File: src/hw/rv_pkg.sv
package rv_pkg;

  localparam int xlen = 32;
  localparam int reg_count = 32;

  typedef logic [xlen-1:0] word_t;
  typedef logic [$clog2(reg_count)-1:0] reg_addr_t;
  typedef logic [xlen/8-1:0] byte_mask_t;

  localparam word_t reset_pc = 32'h8000_0000;
  localparam word_t ebreak_instr = 32'h0010_0073;

  localparam logic [6:0] op_lui    = 7'b0110111;
  localparam logic [6:0] op_auipc  = 7'b0010111;
  localparam logic [6:0] op_jal    = 7'b1101111;
  localparam logic [6:0] op_jalr   = 7'b1100111;
  localparam logic [6:0] op_branch = 7'b1100011;
  localparam logic [6:0] op_load   = 7'b0000011;
  localparam logic [6:0] op_store  = 7'b0100011;
  localparam logic [6:0] op_imm    = 7'b0010011;
  localparam logic [6:0] op_reg    = 7'b0110011;
  localparam logic [6:0] op_system = 7'b1110011;

  typedef enum logic [3:0] {
    alu_add,
    alu_sub,
    alu_sll,
    alu_slt,
    alu_sltu,
    alu_xor,
    alu_srl,
    alu_sra,
    alu_or,
    alu_and
  } alu_op_t;

  typedef enum logic [3:0] {
    br_none,
    br_eq,
    br_ne,
    br_lt,
    br_ge,
    br_ltu,
    br_geu,
    br_jal,
    br_jalr
  } br_op_t;

  typedef enum logic [2:0] {
    wb_alu,
    wb_imm,
    wb_pc_plus4,
    wb_load,
    wb_none
  } wb_sel_t;

  typedef enum logic [1:0] {
    size_byte, // Matches funct3[1:0] of loads and stores
    size_half,
    size_word
  } mem_size_t;

endpackage

File: src/hw/rv_decode.sv
`timescale 1ns/1ps

module rv_decode (
  input  rv_pkg::word_t     instr,
  output rv_pkg::reg_addr_t rs1,
  output rv_pkg::reg_addr_t rs2,
  output rv_pkg::reg_addr_t rd,
  output rv_pkg::word_t     imm,
  output rv_pkg::alu_op_t   alu_op,
  output rv_pkg::br_op_t    br_op,
  output rv_pkg::wb_sel_t   wb_sel,
  output logic              use_imm,
  output logic              use_pc,
  output logic              is_load,
  output logic              is_store,
  output logic              load_unsigned,
  output logic              halt,
  output rv_pkg::mem_size_t mem_size
);

  logic [6:0] opcode;
  logic [2:0] funct3;
  logic [6:0] funct7;
  logic is_reg;
  logic plain; // funct7 all zero
  logic alt;   // funct7 selects sub or sra
  rv_pkg::word_t imm_i;
  rv_pkg::word_t imm_s;
  rv_pkg::word_t imm_b;
  rv_pkg::word_t imm_u;
  rv_pkg::word_t imm_j;
  rv_pkg::alu_op_t arith_op;
  logic arith_ok;

  assign opcode = instr[6:0];
  assign funct3 = instr[14:12];
  assign funct7 = instr[31:25];
  assign rd     = instr[11:7];
  assign rs1    = instr[19:15];
  assign rs2    = instr[24:20];

  assign is_reg = (opcode == rv_pkg::op_reg);
  assign plain  = (funct7 == 7'b0000000);
  assign alt    = (funct7 == 7'b0100000);

  assign imm_i = {{20{instr[31]}}, instr[31:20]};
  assign imm_s = {{20{instr[31]}}, instr[31:25], instr[11:7]};
  assign imm_b = {{20{instr[31]}}, instr[7], instr[30:25], instr[11:8], 1'b0};
  assign imm_u = {instr[31:12], 12'b0};
  assign imm_j = {{12{instr[31]}}, instr[19:12], instr[20], instr[30:21], 1'b0};

  // Shared by op_imm and op_reg; only shifts check funct7 in the immediate form
  always_comb begin
    arith_op = rv_pkg::alu_add;
    arith_ok = 1'b1;
    case (funct3)
      3'b000: begin
        arith_op = (is_reg && alt) ? rv_pkg::alu_sub : rv_pkg::alu_add;
        arith_ok = !is_reg || plain || alt;
      end
      3'b001: begin
        arith_op = rv_pkg::alu_sll;
        arith_ok = plain;
      end
      3'b010: begin
        arith_op = rv_pkg::alu_slt;
        arith_ok = !is_reg || plain;
      end
      3'b011: begin
        arith_op = rv_pkg::alu_sltu;
        arith_ok = !is_reg || plain;
      end
      3'b100: begin
        arith_op = rv_pkg::alu_xor;
        arith_ok = !is_reg || plain;
      end
      3'b101: begin
        arith_op = alt ? rv_pkg::alu_sra : rv_pkg::alu_srl;
        arith_ok = plain || alt;
      end
      3'b110: begin
        arith_op = rv_pkg::alu_or;
        arith_ok = !is_reg || plain;
      end
      default: begin
        arith_op = rv_pkg::alu_and;
        arith_ok = !is_reg || plain;
      end
    endcase
  end

  always_comb begin
    imm           = '0;
    alu_op        = rv_pkg::alu_add;
    br_op         = rv_pkg::br_none;
    wb_sel        = rv_pkg::wb_none; // Unknown encodings fall through as no-ops
    use_imm       = 1'b0;
    use_pc        = 1'b0;
    is_load       = 1'b0;
    is_store      = 1'b0;
    load_unsigned = 1'b0;
    halt          = 1'b0;
    mem_size      = rv_pkg::size_word;
    case (opcode)
      rv_pkg::op_lui: begin
        imm    = imm_u;
        wb_sel = rv_pkg::wb_imm;
      end
      rv_pkg::op_auipc: begin
        imm     = imm_u;
        use_pc  = 1'b1;
        use_imm = 1'b1;
        wb_sel  = rv_pkg::wb_alu;
      end
      rv_pkg::op_jal: begin
        imm    = imm_j;
        br_op  = rv_pkg::br_jal;
        wb_sel = rv_pkg::wb_pc_plus4;
      end
      rv_pkg::op_jalr: if (funct3 == 3'b000) begin
        imm     = imm_i;
        use_imm = 1'b1;
        br_op   = rv_pkg::br_jalr;
        wb_sel  = rv_pkg::wb_pc_plus4;
      end
      rv_pkg::op_branch: begin
        imm = imm_b;
        case (funct3)
          3'b000:  br_op = rv_pkg::br_eq;
          3'b001:  br_op = rv_pkg::br_ne;
          3'b100:  br_op = rv_pkg::br_lt;
          3'b101:  br_op = rv_pkg::br_ge;
          3'b110:  br_op = rv_pkg::br_ltu;
          3'b111:  br_op = rv_pkg::br_geu;
          default: br_op = rv_pkg::br_none;
        endcase
      end
      rv_pkg::op_load: if (funct3[1:0] != 2'b11 && funct3[2:1] != 2'b11) begin
        imm           = imm_i;
        use_imm       = 1'b1;
        is_load       = 1'b1;
        load_unsigned = funct3[2];
        mem_size      = rv_pkg::mem_size_t'(funct3[1:0]);
        wb_sel        = rv_pkg::wb_load;
      end
      rv_pkg::op_store: if (!funct3[2] && funct3[1:0] != 2'b11) begin
        imm      = imm_s;
        use_imm  = 1'b1;
        is_store = 1'b1;
        mem_size = rv_pkg::mem_size_t'(funct3[1:0]);
      end
      rv_pkg::op_imm: if (arith_ok) begin
        imm     = imm_i;
        use_imm = 1'b1;
        alu_op  = arith_op;
        wb_sel  = rv_pkg::wb_alu;
      end
      rv_pkg::op_reg: if (arith_ok) begin
        alu_op = arith_op;
        wb_sel = rv_pkg::wb_alu;
      end
      rv_pkg::op_system: halt = (instr == rv_pkg::ebreak_instr); // ecall is a no-op
      default: ;
    endcase
  end

endmodule

File: src/hw/rv_regfile.sv
`timescale 1ns/1ps

module rv_regfile (
  input  logic              clk,
  input  logic              reset,
  input  rv_pkg::reg_addr_t raddr1,
  input  rv_pkg::reg_addr_t raddr2,
  input  rv_pkg::reg_addr_t waddr,
  input  logic              wen,
  input  rv_pkg::word_t     wdata,
  output rv_pkg::word_t     rdata1,
  output rv_pkg::word_t     rdata2
);

  rv_pkg::word_t regs [rv_pkg::reg_count];

  // x0 is never stored, so its read is forced
  assign rdata1 = (raddr1 == '0) ? '0 : regs[raddr1];
  assign rdata2 = (raddr2 == '0) ? '0 : regs[raddr2];

  always_ff @(posedge clk) begin
    if (wen && !reset && waddr != '0) begin // No retire while in reset
      regs[waddr] <= wdata;
    end
  end

endmodule

File: src/hw/rv_execute.sv
`timescale 1ns/1ps

module rv_execute (
  input  logic            clk,
  input  logic            reset,
  input  rv_pkg::word_t   rs1_data,
  input  rv_pkg::word_t   rs2_data,
  input  rv_pkg::word_t   imm,
  input  rv_pkg::alu_op_t alu_op,
  input  rv_pkg::br_op_t  br_op,
  input  logic            use_imm,
  input  logic            use_pc,
  input  logic            halt,
  output rv_pkg::word_t   pc,
  output rv_pkg::word_t   alu_out,
  output rv_pkg::word_t   pc_plus4
);

  rv_pkg::word_t op_a;
  rv_pkg::word_t op_b;
  rv_pkg::word_t branch_target;
  rv_pkg::word_t jalr_target;
  rv_pkg::word_t next_pc;
  logic [4:0] shamt;
  logic taken;

  assign op_a  = use_pc ? pc : rs1_data;
  assign op_b  = use_imm ? imm : rs2_data;
  assign shamt = op_b[4:0]; // Only the low 5 bits shift

  always_comb begin
    case (alu_op)
      rv_pkg::alu_add:  alu_out = op_a + op_b;
      rv_pkg::alu_sub:  alu_out = op_a - op_b;
      rv_pkg::alu_sll:  alu_out = op_a << shamt;
      rv_pkg::alu_slt:  alu_out = rv_pkg::word_t'($signed(op_a) < $signed(op_b));
      rv_pkg::alu_sltu: alu_out = rv_pkg::word_t'(op_a < op_b);
      rv_pkg::alu_xor:  alu_out = op_a ^ op_b;
      rv_pkg::alu_srl:  alu_out = op_a >> shamt;
      rv_pkg::alu_sra:  alu_out = $signed(op_a) >>> shamt;
      rv_pkg::alu_or:   alu_out = op_a | op_b;
      rv_pkg::alu_and:  alu_out = op_a & op_b;
      default:          alu_out = op_a + op_b;
    endcase
  end

  // Compares registers directly, the ALU is free for the address
  always_comb begin
    case (br_op)
      rv_pkg::br_eq:  taken = (rs1_data == rs2_data);
      rv_pkg::br_ne:  taken = (rs1_data != rs2_data);
      rv_pkg::br_lt:  taken = ($signed(rs1_data) < $signed(rs2_data));
      rv_pkg::br_ge:  taken = ($signed(rs1_data) >= $signed(rs2_data));
      rv_pkg::br_ltu: taken = (rs1_data < rs2_data);
      rv_pkg::br_geu: taken = (rs1_data >= rs2_data);
      rv_pkg::br_jal: taken = 1'b1;
      default:        taken = 1'b0;
    endcase
  end

  assign pc_plus4      = pc + 32'd4;
  assign branch_target = pc + imm;
  assign jalr_target   = (rs1_data + imm) & 32'hffff_fffe; // Bit 0 cleared

  always_comb begin
    if (br_op == rv_pkg::br_jalr) begin
      next_pc = jalr_target;
    end else if (taken) begin
      next_pc = branch_target;
    end else begin
      next_pc = pc_plus4;
    end
  end

  always_ff @(posedge clk) begin
    if (reset) begin
      pc <= rv_pkg::reset_pc;
    end else if (!halt) begin // Parked on ebreak
      pc <= next_pc;
    end
  end

endmodule

File: src/hw/rv_result.sv
`timescale 1ns/1ps

module rv_result (
  input  rv_pkg::wb_sel_t    wb_sel,
  input  rv_pkg::mem_size_t  mem_size,
  input  logic               load_unsigned,
  input  logic               is_load,
  input  logic               is_store,
  input  logic               halt,
  input  rv_pkg::word_t      alu_out,
  input  rv_pkg::word_t      pc_plus4,
  input  rv_pkg::word_t      imm,
  input  rv_pkg::word_t      rs2_data,
  input  rv_pkg::word_t      mem_rdata,
  output rv_pkg::word_t      rd_data,
  output logic               rd_wen,
  output logic               mem_ren,
  output logic               mem_wen,
  output rv_pkg::byte_mask_t mem_wmask,
  output rv_pkg::word_t      mem_wdata
);

  logic [4:0] lane_shift;
  rv_pkg::word_t load_lane;
  rv_pkg::word_t load_data;
  rv_pkg::byte_mask_t size_mask;

  assign lane_shift = {alu_out[1:0], 3'b000}; // Byte offset in bits
  assign load_lane  = mem_rdata >> lane_shift;

  always_comb begin
    case (mem_size)
      rv_pkg::size_byte: load_data = {{24{load_lane[7] & ~load_unsigned}}, load_lane[7:0]};
      rv_pkg::size_half: load_data = {{16{load_lane[15] & ~load_unsigned}}, load_lane[15:0]};
      default:           load_data = mem_rdata;
    endcase
  end

  always_comb begin
    case (mem_size)
      rv_pkg::size_byte: size_mask = 4'b0001;
      rv_pkg::size_half: size_mask = 4'b0011;
      default:           size_mask = 4'b1111;
    endcase
  end

  assign mem_ren   = is_load && !halt;
  assign mem_wen   = is_store && !halt;
  assign mem_wdata = rs2_data << lane_shift; // Data moved into its lane
  assign mem_wmask = mem_wen ? size_mask << alu_out[1:0] : '0;

  always_comb begin
    case (wb_sel)
      rv_pkg::wb_alu:      rd_data = alu_out;
      rv_pkg::wb_imm:      rd_data = imm;
      rv_pkg::wb_pc_plus4: rd_data = pc_plus4;
      rv_pkg::wb_load:     rd_data = load_data;
      default:             rd_data = '0;
    endcase
  end

  assign rd_wen = (wb_sel != rv_pkg::wb_none) && !halt;

endmodule

File: src/hw/rv_core.sv
`timescale 1ns/1ps

module rv_core (
  input  logic               clk,
  input  logic               reset,
  output rv_pkg::word_t      pc,
  input  rv_pkg::word_t      instr,
  output rv_pkg::word_t      mem_addr,
  output logic               mem_ren,
  output logic               mem_wen,
  output rv_pkg::byte_mask_t mem_wmask,
  output rv_pkg::word_t      mem_wdata,
  input  rv_pkg::word_t      mem_rdata,
  output logic               halt
);

  rv_pkg::reg_addr_t rs1;
  rv_pkg::reg_addr_t rs2;
  rv_pkg::reg_addr_t rd;
  rv_pkg::word_t     imm;
  rv_pkg::alu_op_t   alu_op;
  rv_pkg::br_op_t    br_op;
  rv_pkg::wb_sel_t   wb_sel;
  rv_pkg::mem_size_t mem_size;
  logic              use_imm;
  logic              use_pc;
  logic              is_load;
  logic              is_store;
  logic              load_unsigned;
  rv_pkg::word_t     rs1_data;
  rv_pkg::word_t     rs2_data;
  rv_pkg::word_t     alu_out;
  rv_pkg::word_t     pc_plus4;
  rv_pkg::word_t     rd_data;
  logic              rd_wen;

  assign mem_addr = alu_out; // Loads and stores share the ALU sum

  rv_decode u_decode (
    .instr(instr), .rs1(rs1), .rs2(rs2), .rd(rd), .imm(imm),
    .alu_op(alu_op), .br_op(br_op), .wb_sel(wb_sel),
    .use_imm(use_imm), .use_pc(use_pc), .is_load(is_load), .is_store(is_store),
    .load_unsigned(load_unsigned), .halt(halt), .mem_size(mem_size)
  );

  rv_regfile u_regfile (
    .clk(clk), .reset(reset), .raddr1(rs1), .raddr2(rs2), .waddr(rd),
    .wen(rd_wen), .wdata(rd_data), .rdata1(rs1_data), .rdata2(rs2_data)
  );

  rv_execute u_execute (
    .clk(clk), .reset(reset), .rs1_data(rs1_data), .rs2_data(rs2_data), .imm(imm),
    .alu_op(alu_op), .br_op(br_op), .use_imm(use_imm), .use_pc(use_pc), .halt(halt),
    .pc(pc), .alu_out(alu_out), .pc_plus4(pc_plus4)
  );

  rv_result u_result (
    .wb_sel(wb_sel), .mem_size(mem_size), .load_unsigned(load_unsigned),
    .is_load(is_load), .is_store(is_store), .halt(halt),
    .alu_out(alu_out), .pc_plus4(pc_plus4), .imm(imm), .rs2_data(rs2_data),
    .mem_rdata(mem_rdata), .rd_data(rd_data), .rd_wen(rd_wen),
    .mem_ren(mem_ren), .mem_wen(mem_wen), .mem_wmask(mem_wmask), .mem_wdata(mem_wdata)
  );

endmodule

File: config.mk
export PLATFORM = sky130hd
export DESIGN_NAME = rv_core
export DESIGN_NICKNAME = d
export VERILOG_FILES = /design/src/hw/rv_pkg.sv /design/src/hw/rv_decode.sv /design/src/hw/rv_regfile.sv /design/src/hw/rv_execute.sv /design/src/hw/rv_result.sv /design/src/hw/rv_core.sv
export SDC_FILE = /design/constraint.sdc
export NUM_CORES = 2
export LEC_CHECK = 0
export BUFFER_PORTS_ARGS = -buffer_cell sky130_fd_sc_hd__clkbuf_2
export CORE_ASPECT_RATIO = 0.9
export CORE_MARGIN = 4
export CORE_UTILIZATION = 30
export CTS_CLUSTER_SIZE = 40
export DETAILED_ROUTE_END_ITERATION = 7
export PLACE_DENSITY_LB_ADDON = 0.3
export SYNTH_ARGS = -nofsm -noshare
export SYNTH_HDL_FRONTEND = slang
export SYNTH_SLANG_ARGS = --single-unit
export TNS_END_PERCENT = 5
File: constraint.sdc
create_clock -name clk -period 11.65 [get_ports clk]
set_input_delay 0.5825 -clock clk [delete_from_list [all_inputs] [get_ports clk]]
set_output_delay 0.5825 -clock clk [all_outputs]
set_load 0.02 [all_outputs]
==> reports/metrics.yaml <==
outcome:
  status: "finished, violations left"
  violations: "design-rule violations, max-slew violations"
floorplan:
  die_y_um: 450.6
  ios: 169
  die_w_um: 499.8
  row_count: 162
  dieArea_um2: 225200
  core_um2: 216500
  start_util_pct: 30.16
cells_and_area:
  final_cell_mix: "edfxtp_1 (1024), mux4_2 (496), nand2_1 (296), nor2_1 (291), a21oi_1 (259)"
  final.fill_count: 21120
  areaGrowthSynthToFinish_pct: 13.02
  layout_commonest_cell: "edfxtp_1"
  drive_gt1_share_pct: 23.99
  final_area_um2: 73800
  nNetsFinal: 5394
clocking:
  ctsResizeCount: 0
  postCtsSetupRepairBufs: 0
  cts_tree: "done"
  cts_hold_buf: 0
  clockBufferDepth: 3
  cts_buffers: 111
  clock_sinks: 1056
  path_clk_slew_ps: 70
  cts_root_buf: "clkbuf_16"
  h-tree-depth: 3
  clock_latency_ps: 760
synthesis:
  seq_area_frac_synth_pct: 48.07
  synth-edff-count: 1024
  yosys_warnings: 0
  syn_area_um2: 65300
  synth_top_family_by_area: "multiplexers"
  synth_fa_ha_area_share_pct: 3.798
  synth_async_sr_flop_share_pct: 0
  yosys.area_share.xor_xnor_pct: 1.328
  synth_top_area_cell: "edfxtp_1"
  ys.flop_type: "edfxtp_1"
  synth-compound-area-share_pct: 13.84
  synth_top_area_share_pct: 47.09
  synth-seq-cells: 1056
  synth_mux_area_share_pct: 21.61
  synth.distinct_cells: 119
  synthTopCellsByArea: "edfxtp_1 (47%), mux4_2 (17%), ha_1 (3.7%), mux2i_1 (2.6%), a21oi_1 (2.0%)"
  post_synth.cell_area_avg_um2: 13.13
  synthSimpleGateAreaFrac_pct: 7.523
  synthesis.instances: 4972
timing:
  hold_viol_final: 0
  setup_tns_ps: 0
  rsz0062_at_grt: "no"
  clock.fmax_mhz: 101.3
  slew_headroom_pct: -13.33
  fin_crit_sh_pct: 84.74
  skew_ps: 56.72
  setup_viol: 0
  tightest_slew_ps: 1700
  finalMaxSlewViolations: 3
  period_minus_slack_ps: 9872
pwr:
  peakVddDrop_uv: 126.1
  leakage_nw: 25.81
  p_per_area_nw_per_um2: 140.7
detailed_routing:
  viasPerCell: 6.329
  routedWlPerCell_um: 38.60
  wl_um: 312700
  antenna_left: 0
  drc: 17
  first_iter_violations: 7530
  firstDrtPassIters: 8
  num_vias: 51270
grt:
  gr-usage-all-layers_pct: 26.83
  overflow: 0
  grt_pass1_wl_um: 419500
  grt_pass1_vias: 48690
  antenna_found_initial: 25
  grt_max_degree: 97
critical_path:
  r2r-start: "u_regfile.regs[23][4]$_DFFE_PP_"
  cp_slowest_cell: "o41ai_1"
  required_ps: 11070
  cp-startpoint: "instr[20]"
  slowest_delay_ps: 950
  worst_ep_arrival_time_ps: 9290
  critPathLaunchType: "input pin"
  cp-end-kind: "primary output"
  crit_type: "in -> out"
  crit_fanout: 77
worst_hold_path:
  hp-start: "reset"
  hold_path.class: "in -> reg"
place:
  io_buffers: 168
  hpwl_um: 215400
  routabilityCongestion: 1.053
  post_dp_cell_area_um2: 70200
flow_run:
  cap_violations: 0
-- critical path, delay by kind of cell --
| kind | cells | cell delay, ps |
|---|---|---|
| AOI/OAI and AO/OA | 14 | 4650 |
| adders and majority gates | 2 | 670 |
| buffers and inverters | 9 | 2610 |
| muxes | 1 | 160 |
| and+or+nand+nor | 3 | 350 |
-- synthesized netlist by cell type (46+ instances only) --
cell type,count
a211oi_1,104
a21o_1,71
a21oi_1,262
a22o_1,46
a22oi_1,54
and3_1,48
buf_1,50
buf_2,54
clkbuf_1,188
edfxtp_1,1024
ha_1,191
inv_1,161
mux2_2,77
mux2i_1,172
mux4_2,496
nand2_1,297
nand3_1,87
nor2_1,327
nor3_1,104
o211ai_1,89
o21ai_0,165
o221ai_1,55
xnor2_1,73
-- per-stage QoR --
| step | utilization (%) | hold slack (ps) | power [mW] | worst slack (ps) | instances |
|---|---|---|---|---|---|
| after CTS | 34.08 | 378.9 | 10.36 | 1885 | 8093 |
| after global placement | 32.43 | 609.0 | 6.841 | 1632 | 7890 |
| final | 34.09 | 427.5 | 10.38 | 1778 | 8101 |
| after detailed placement | 32.43 | 615.3 | 6.817 | 1459 | 7890 |
| after global routing | 34.08 | 422.0 | 10.68 | 1271 | 8093 |
| after floorplan | - | 584.2 | 5.758 | 2725 | 5003 |
-- area by class of cell --
type                    instances  area, um2  share of cell area (%)
clock inverters                76      740.7                   1.004
clock buffers                 127       2838                   3.845
inverters                     171      646.9                  0.8765
multi-input cells            3414      32040                   43.42
diodes                          8      20.02                 0.02713
flip-flops and latches       1056      31390                   42.53
repair buffers                379       2532                   3.431
well taps                    2870       3591                   4.866
-- final timing paths --
check	end	slack, ps	cells past startpoint
setup / recovery	mem_wdata[26]	1780	29
hold / removal	u_execute.pc[12]$_SDFFE_PP0N_	430	3
setup reg to reg	u_regfile.regs[6][13]$_DFFE_PP_	2400	24
hold reg to reg	u_execute.pc[13]$_SDFFE_PP0N_	630	2
-- routing by layer --
| layer | GRT usage, % | vias up | share of wire [%] |
|---|---|---|---|
| met1 | 34.87 | 26580 | 38 |
| met3 | 7.606 | 712 | 11 |
| met4 | 13.31 | 10 | 6.0 |
| met2 | 41.05 | 3481 | 44 |
| li1 | - | 20490 | - |
| met5 | 0 | - | 0.024 |
-- where the power goes --
part | switching, mW | total, mW | internal, mW | leakage, nW
Combinational | 1.84 | 2.66 | 0.813 | 14.1
Sequential | 0.00856 | 4.16 | 4.15 | 9.93
Clock | 1.59 | 3.56 | 1.98 | 1.75
Total | 3.44 | 10.4 | 6.94 | 25.8
-- state kept, by name, indices dropped and copies added (netlist names) --
name / count
u_execute.pc: 32
u_regfile.regs: 1024
-- cell families after synthesis --
logic type | after synthesis
buffers and inverters | 533
other | 1
and+or+nand+nor | 1053
muxes | 759
adders and majority gates | 196
xor gates and xnor gates | 99
DFF | 1056
AOI/OAI and AO/OA | 1275
(Power assumes the default switching activity.)
